`config.mk`:
```
export PLATFORM = sky130hd
export DESIGN_NAME = spw_tx
export DESIGN_NICKNAME = d
export VERILOG_FILES = /design/src/spw_tx_pkg.sv /design/src/spw_tx.sv /design/src/spw_ds_encoder.sv /design/src/spw_bit_shifter.sv /design/src/spw_char_encoder.sv
export SDC_FILE = /design/constraint.sdc
export NUM_CORES = 1
export LEC_CHECK = 0
export ABC_AREA = 1
export BUFFER_PORTS_ARGS = -buffer_cell sky130_fd_sc_hd__buf_2
export CAP_MARGIN = 20
export CORE_ASPECT_RATIO = 1.75
export CORE_MARGIN = 3
export CORE_UTILIZATION = 40
export DETAILED_ROUTE_END_ITERATION = 10
export GPL_ROUTABILITY_DRIVEN = 0
export GPL_TIMING_DRIVEN = 0
export HOLD_SLACK_MARGIN = 0.05
export SYNTH_ARGS = -nofsm -noshare
export SYNTH_HDL_FRONTEND = slang
export SYNTH_SLANG_ARGS = --single-unit
export TNS_END_PERCENT = 10
```
`constraint.sdc`:
```
create_clock -name pclk_tx -period 3.1 [get_ports pclk_tx]
set_input_delay 0.465 -clock pclk_tx [delete_from_list [all_inputs] [get_ports pclk_tx]]
set_output_delay 0.465 -clock pclk_tx [all_outputs]
set_load 0.02 [all_outputs]
```
`src/spw_tx_pkg.sv`:
```
// ----------------------------------------------------------
// SpaceWire TX shared definitions
// Character kinds, lengths, control codes and structs
// ----------------------------------------------------------
package spw_tx_pkg;

	// ----------------------------------------------------------
	// Sizes
	// ----------------------------------------------------------
	localparam int SPW_MAX_BITS = 14;
	localparam int SPW_LEN_W    = 4;

	// Bits per character, parity and flag included
	localparam logic [SPW_LEN_W-1:0] SPW_LEN_NULL  = 4'd8;
	localparam logic [SPW_LEN_W-1:0] SPW_LEN_CTRL  = 4'd4;
	localparam logic [SPW_LEN_W-1:0] SPW_LEN_DATA  = 4'd10;
	localparam logic [SPW_LEN_W-1:0] SPW_LEN_TIMEC = 4'd14;

	// ----------------------------------------------------------
	// Control codes
	// ----------------------------------------------------------
	// Sent after the flag in written order, high bit first
	localparam logic [1:0] SPW_CODE_FCT = 2'b00;
	localparam logic [1:0] SPW_CODE_EOP = 2'b01;
	localparam logic [1:0] SPW_CODE_EEP = 2'b10;
	localparam logic [1:0] SPW_CODE_ESC = 2'b11;

	// ----------------------------------------------------------
	// Types
	// ----------------------------------------------------------
	typedef enum logic [2:0] {
		SPW_NULL  = 3'd0,
		SPW_FCT   = 3'd1,
		SPW_EOP   = 3'd2,
		SPW_EEP   = 3'd3,
		SPW_DATA  = 3'd4,
		SPW_TIMEC = 3'd5
	} spw_char_kind_e;

	// Shifter states
	typedef enum logic {
		SHIFT_IDLE = 1'b0,
		SHIFT_SEND = 1'b1
	} spw_shift_state_e;

	// Data holds the byte for DATA and the time value for TIMEC
	typedef struct packed {
		spw_char_kind_e kind;
		logic [7:0]     data;
	} spw_char_t;

	// Bit 0 of bits leaves the link first
	typedef struct packed {
		logic [SPW_MAX_BITS-1:0] bits;
		logic [SPW_LEN_W-1:0]    len;
		logic                    next_parity;
	} spw_pattern_t;

endpackage
```
`src/spw_tx.sv`:
```
// ----------------------------------------------------------
// SpaceWire link transmitter top
// Character encoder, bit shifter and data/strobe encoder
// ----------------------------------------------------------
module spw_tx
	import spw_tx_pkg::*;
(
	input  logic      pclk_tx,
	input  logic      enable_tx,
	input  logic      send_null,
	input  spw_char_t next_char,
	output logic      char_take,
	output logic      dout,
	output logic      sout
);

	spw_pattern_t pattern;
	logic         prev_parity;
	logic         bit_out;
	logic         bit_valid;

	spw_char_encoder u_char_encoder
	(
		.next_char   (next_char),
		.prev_parity (prev_parity),
		.pattern     (pattern)
	);

	spw_bit_shifter u_bit_shifter
	(
		.pclk_tx     (pclk_tx),
		.enable_tx   (enable_tx),
		.send_null   (send_null),
		.pattern     (pattern),
		.prev_parity (prev_parity),
		.char_take   (char_take),
		.bit_out     (bit_out),
		.bit_valid   (bit_valid)
	);

	// One cycle from shifter output to the lines
	spw_ds_encoder u_ds_encoder
	(
		.pclk_tx   (pclk_tx),
		.enable_tx (enable_tx),
		.bit_out   (bit_out),
		.bit_valid (bit_valid),
		.dout      (dout),
		.sout      (sout)
	);

endmodule

```
`src/spw_ds_encoder.sv`:
```
// ----------------------------------------------------------
// SpaceWire data/strobe encoder
// ----------------------------------------------------------
module spw_ds_encoder
(
	input  logic pclk_tx,
	input  logic enable_tx,
	input  logic bit_out,
	input  logic bit_valid,
	output logic dout,
	output logic sout
);

	logic sout_next;

	// Strobe changes only when data repeats
	assign sout_next = (bit_out == dout) ? ~sout : sout;

	always_ff @(posedge pclk_tx or negedge enable_tx)
	begin
		if (!enable_tx)
		begin
			dout <= 1'b0;
			sout <= 1'b0;
		end
		else if (bit_valid)
		begin
			dout <= bit_out;
			sout <= sout_next;
		end
	end

endmodule

```
`src/spw_bit_shifter.sv`:
```
// ----------------------------------------------------------
// SpaceWire TX bit shifter
// Loads characters back to back and sends one bit per cycle
// ----------------------------------------------------------
module spw_bit_shifter
	import spw_tx_pkg::*;
(
	input  logic         pclk_tx,
	input  logic         enable_tx,
	input  logic         send_null,
	input  spw_pattern_t pattern,
	output logic         prev_parity,
	output logic         char_take,
	output logic         bit_out,
	output logic         bit_valid
);

	spw_shift_state_e        state;
	logic [SPW_MAX_BITS-1:0] shift_reg;
	logic [SPW_LEN_W-1:0]    bit_cnt;
	logic                    last_bit;

	// ----------------------------------------------------------
	// Load control
	// ----------------------------------------------------------
	// Counter holds the number of bits left after the current one
	assign last_bit = (state == SHIFT_SEND) && (bit_cnt == '0);

	// Load when empty or on the last bit, so characters follow with no gap
	assign char_take = send_null && ((state == SHIFT_IDLE) || last_bit);

	assign bit_valid = (state == SHIFT_SEND);
	assign bit_out   = bit_valid & shift_reg[0];

	// ----------------------------------------------------------
	// State, counter and chained parity
	// ----------------------------------------------------------
	always_ff @(posedge pclk_tx or negedge enable_tx)
	begin
		if (!enable_tx)
		begin
			state       <= SHIFT_IDLE;
			bit_cnt     <= '0;
			prev_parity <= 1'b0;
		end
		else if (char_take)
		begin
			state       <= SHIFT_SEND;
			bit_cnt     <= pattern.len - SPW_LEN_W'(1);
			prev_parity <= pattern.next_parity;
		end
		else if (last_bit)
		begin
			// Source stopped, lines hold after this bit
			state <= SHIFT_IDLE;
		end
		else if (state == SHIFT_SEND)
		begin
			bit_cnt <= bit_cnt - SPW_LEN_W'(1);
		end
	end

	// ----------------------------------------------------------
	// Shift register
	// ----------------------------------------------------------
	// Bit 0 is the bit on the line this cycle
	always_ff @(posedge pclk_tx)
	begin
		if (char_take)
		begin
			shift_reg <= pattern.bits;
		end
		else if (state == SHIFT_SEND)
		begin
			shift_reg <= {1'b0, shift_reg[SPW_MAX_BITS-1:1]};
		end
	end

endmodule

```
`src/spw_char_encoder.sv`:
```
// ----------------------------------------------------------
// SpaceWire TX character encoder
// Builds bit pattern, length and chained parity of a character
// ----------------------------------------------------------
module spw_char_encoder
	import spw_tx_pkg::*;
(
	input  spw_char_t    next_char,
	input  logic         prev_parity,
	output spw_pattern_t pattern
);

	// XOR of the ESC code bits, seen by the character after ESC
	localparam logic ESC_XOR = ^SPW_CODE_ESC;

	logic [1:0] ctrl_code;

	// ----------------------------------------------------------
	// Helpers
	// ----------------------------------------------------------
	// Parity bit that makes parity, previous data and flag odd
	function automatic logic parity_bit(
		input logic prev_xor,
		input logic flag
	);
		return ~(prev_xor ^ flag);
	endfunction

	// Control character, parity first then flag then code
	function automatic logic [3:0] ctrl_bits(
		input logic       prev_xor,
		input logic [1:0] code
	);
		logic par;
		par = parity_bit(prev_xor, 1'b1);
		return {code[0], code[1], 1'b1, par};
	endfunction

	// Data character, byte goes out LSB first
	function automatic logic [9:0] data_bits(
		input logic       prev_xor,
		input logic [7:0] value
	);
		logic par;
		par = parity_bit(prev_xor, 1'b0);
		return {value, 1'b0, par};
	endfunction

	// ----------------------------------------------------------
	// Code selection for FCT, EOP and EEP
	// ----------------------------------------------------------
	always_comb
	begin
		case (next_char.kind)
		SPW_EOP:
		begin
			ctrl_code = SPW_CODE_EOP;
		end
		SPW_EEP:
		begin
			ctrl_code = SPW_CODE_EEP;
		end
		default:
		begin
			ctrl_code = SPW_CODE_FCT;
		end
		endcase
	end

	// ----------------------------------------------------------
	// Pattern build
	// ----------------------------------------------------------
	always_comb
	begin
		pattern = '0;
		case (next_char.kind)
		SPW_FCT, SPW_EOP, SPW_EEP:
		begin
			pattern.bits        = SPW_MAX_BITS'(ctrl_bits(prev_parity, ctrl_code));
			pattern.len         = SPW_LEN_CTRL;
			pattern.next_parity = ^ctrl_code;
		end
		SPW_DATA:
		begin
			pattern.bits        = SPW_MAX_BITS'(data_bits(prev_parity, next_char.data));
			pattern.len         = SPW_LEN_DATA;
			pattern.next_parity = ^next_char.data;
		end
		SPW_TIMEC:
		begin
			// ESC, then a data character carrying the time value
			pattern.bits        = {data_bits(ESC_XOR, next_char.data),
			                       ctrl_bits(prev_parity, SPW_CODE_ESC)};
			pattern.len         = SPW_LEN_TIMEC;
			pattern.next_parity = ^next_char.data;
		end
		default:
		begin
			// NULL is ESC followed by FCT
			pattern.bits        = SPW_MAX_BITS'({ctrl_bits(ESC_XOR, SPW_CODE_FCT),
			                                     ctrl_bits(prev_parity, SPW_CODE_ESC)});
			pattern.len         = SPW_LEN_NULL;
			pattern.next_parity = ^SPW_CODE_FCT;
		end
		endcase
	end

endmodule

```
==> results.sh <==
export IMPL_status="finished, final reports clean"
export IMPL_critPathSlowestCell="dfrtp_1"
export IMPL_largest_reg_flops=14
export IMPL_power_density_nw_per_um2=887.8
export IMPL_htreeDepth=1
export IMPL_drc=0
export IMPL_avgSynthCellArea_um2=8.398
export IMPL_cts_tree="built"
export IMPL_drive_gt1_share_pct=19.16
export IMPL_vias=993
export IMPL_rsz0062_at_grt="no"
export IMPL_fin_setup_tns_ps=0
export IMPL_setup_viol=0
export IMPL_initial_utilization_pct=41.88
export IMPL_final_max_slew_violation_count=0
export IMPL_r2r_cells=9
export IMPL_viasPerCell=5.092
export IMPL_drtPass1Iterations=4
export IMPL_total_leakage_power_nw=0.6797
export IMPL_synth_largest_area_cell="edfxtp_1"
export IMPL_total_power_mw=1.240
export IMPL_path_depth=6
export IMPL_syn_area_um2=1226
export IMPL_final_cell_count_no_fill=195
export IMPL_cts_root_buf="clkbuf_8"
export IMPL_path_clk_slew_ps=80
export IMPL_finalCriticalPeriod_ps=1912
export IMPL_max_clock_freq_mhz=523.0
export IMPL_timing_critical_path_buf_inv=2
export IMPL_io_pins=17
export IMPL_synth_nets=161
export IMPL_path_class="flop to output port"
export IMPL_yosysSeqAreaShare_pct=50.61
export IMPL_crit_path_end_kind="output port"
export IMPL_grt_pass1_vias=1019
export IMPL_clock_latency_ps=260
export IMPL_cap_viol_max_count=0
export IMPL_cts_sinks=22
export IMPL_place_ws_ps=1461
export IMPL_synth_seq_cells=22
export IMPL_peakVddDrop_uv=336.5
export IMPL_worst_pin_slew_ps=395.4
export IMPL_final_util_pct=47.69
export IMPL_postRouteAntennaNets=0
export IMPL_path_cells="nor2_1 -> nand2_1 -> nand2_2 -> nand2_4 -> inv_1 -> buf_2"
export IMPL_startpoint_type="flop"
export IMPL_grt_max_degree=15
export IMPL_timing_slew_headroom_pct=73.40
export IMPL_rows=26
export IMPL_nets=183
export IMPL_cts_resized=0
export IMPL_wl_per_cell_um=12.85
export IMPL_die_y_um=79.25
export IMPL_antenna_found_initial=0
export IMPL_grt_pass1_wl_um=4298
export IMPL_fin_skew_ps=4.587
export IMPL_place_area_um2=1341
export IMPL_n_antenna_cell=0
export IMPL_postCtsSetupBuffers=0
export IMPL_finalHoldViolations=0
export IMPL_core_area_um2=2928
export IMPL_cts_buffer_depth=2
export IMPL_finalInstanceArea_um2=1396
export IMPL_synth_top_area_share_pct=34.29
export IMPL_drt_iter0_markers=22
export IMPL_fin_ws_ps=1188
export IMPL_cts_buffers=3
export IMPL_gr_total_overflow=0
export IMPL_die_area_um2=3792
export IMPL_area_delta_synth_final_pct=13.88
export IMPL_hold_path_depth=1
export IMPL_hp_class="flop to flop"
export IMPL_wirelength_um=2506
export IMPL_hold_ws_ps=478.2
export IMPL_ys_top_cells_by_area="edfxtp_1 34%, dfrtp_1 16%, nand2_1 15%"
export IMPL_hpwl_um=2016
export IMPL_dp_cells=190
export IMPL_path_delay_family="flip-flops"
export IMPL_yosys_warnings=0
export IMPL_numPortBuffers=16
export IMPL_cp_data_required_time_ps=2630
export IMPL_ys_types=24
export IMPL_max_stage_delay_ps=410
export IMPL_grt_usage_pct=15.56
export IMPL_fp_dieW_um=47.86
export IMPL_crit_fanout=10
export IMPL_syn_inst=146
export IMPL_cp_arrival_ps=1450
export IMPL_period_share_pct=61.68
==> routing by layer <==
metal	track usage, %	part of all wire (%)	wire length (µm)
met5	0	0	0
met4	6.199	1.7	42
met3	2.268	2.9	73
met2	27.19	54	1343
met1	17.60	42	1046
==> worst paths after layout <==
path / slack (ps) / from / to
max reg2reg: 1490 / u_bit_shifter.bit_cnt[3]$_DFFE_PN0P_ / u_bit_shifter.bit_cnt[2]$_DFFE_PN0P_
min in group asynchronous: 570 / enable_tx / u_bit_shifter.bit_cnt[3]$_DFFE_PN0P_
min reg2reg: 480 / u_ds_encoder.sout$_DFFE_PN0P_ / u_ds_encoder.sout$_DFFE_PN0P_
max in group asynchronous: 2360 / enable_tx / u_bit_shifter.bit_valid$_DFFE_PN0P_
min: 480 / u_ds_encoder.sout$_DFFE_PN0P_ / u_ds_encoder.sout$_DFFE_PN0P_
max: 1190 / u_bit_shifter.bit_cnt[3]$_DFFE_PN0P_ / char_take
==> power by group <==
part           leakage (nW)  internal, mW  switching [mW]
logic                 0.409         0.189           0.312
registers             0.248         0.490          0.0723
clock network        0.0231        0.0882          0.0882
total                 0.680         0.767           0.472
==> synth_stat cells <==
| cell type | instances |
|---|---|
| a21boi_0 | 1 |
| nor3_1 | 1 |
| o31ai_1 | 3 |
| nor2_2 | 2 |
| o22ai_1 | 1 |
| o21ai_2 | 1 |
| inv_2 | 3 |
| xnor2_1 | 6 |
| nand2_2 | 1 |
| nand3_1 | 6 |
| dfrtp_1 | 8 |
| nand2_4 | 1 |
| a21oi_1 | 5 |
| xor2_1 | 3 |
| buf_2 | 2 |
| nor2_1 | 5 |
| a31oi_1 | 1 |
| nand2_1 | 49 |
| o21ai_0 | 13 |
| inv_1 | 16 |
| or2_2 | 2 |
| nor2_4 | 1 |
| ha_1 | 1 |
| edfxtp_1 | 14 |
==> logic make-up after synthesis <==
logic type	count (synthesis)	synth area share, %
AO/OA/AOI/OAI	25	11.53
adder cells (fa/ha/maj)	1	1.020
XOR/XNOR	9	6.429
buffers and inverters	21	6.633
AND/OR/NAND/NOR	68	23.78
flip-flops	22	50.61
==> cell usage in the layout, fill, tap and decap left out <==
master	count
nand2_1	49
nand2_2	1
clkbuf_8	3
or2_2	2
nand3_1	6
o22ai_1	1
ha_1	1
xor2_1	3
nor2_2	2
edfxtp_1	14
buf_2	18
inv_2	3
nand2_4	1
nor3_1	1
a21boi_0	1
nor2_1	5
inv_1	16
a21oi_1	5
dfrtp_1	8
nor2_4	1
o31ai_1	3
dlygate4sd3_1	1
clkinv_1	1
xnor2_1	6
o21ai_2	1
a31oi_1	1
o21ai_0	13
==> layout make-up <==
class,count,area (µm²)
multi-input cells,103,524.3
flip-flops and latches,22,620.6
fillers,291,1531
well taps,28,35.03
inverters,19,71.32
clock buffers,3,41.29
clock inverters,1,3.754
repair buffers,17,90.09
plain buffers,2,10.01
==> worst reg2reg max path, stage by stage (launching register included) <==
cell      delay, ps
dfrtp_1         390
nor2_1           70
nand2_1          70
nand2_2          80
a21boi_0        350
inv_1           100
ha_1            230
xnor2_1         120
nand2_1          50
nand2_1          50
==> repair_timing <==
| action | in CTS | in global routing |
|---|---|---|
| endpoints found under the setup margin | 0 | 0 |
| hold buffers | 1 | 0 |
| endpoints found under the hold margin | 8 | 0 |
(Power assumes the default switching activity.)
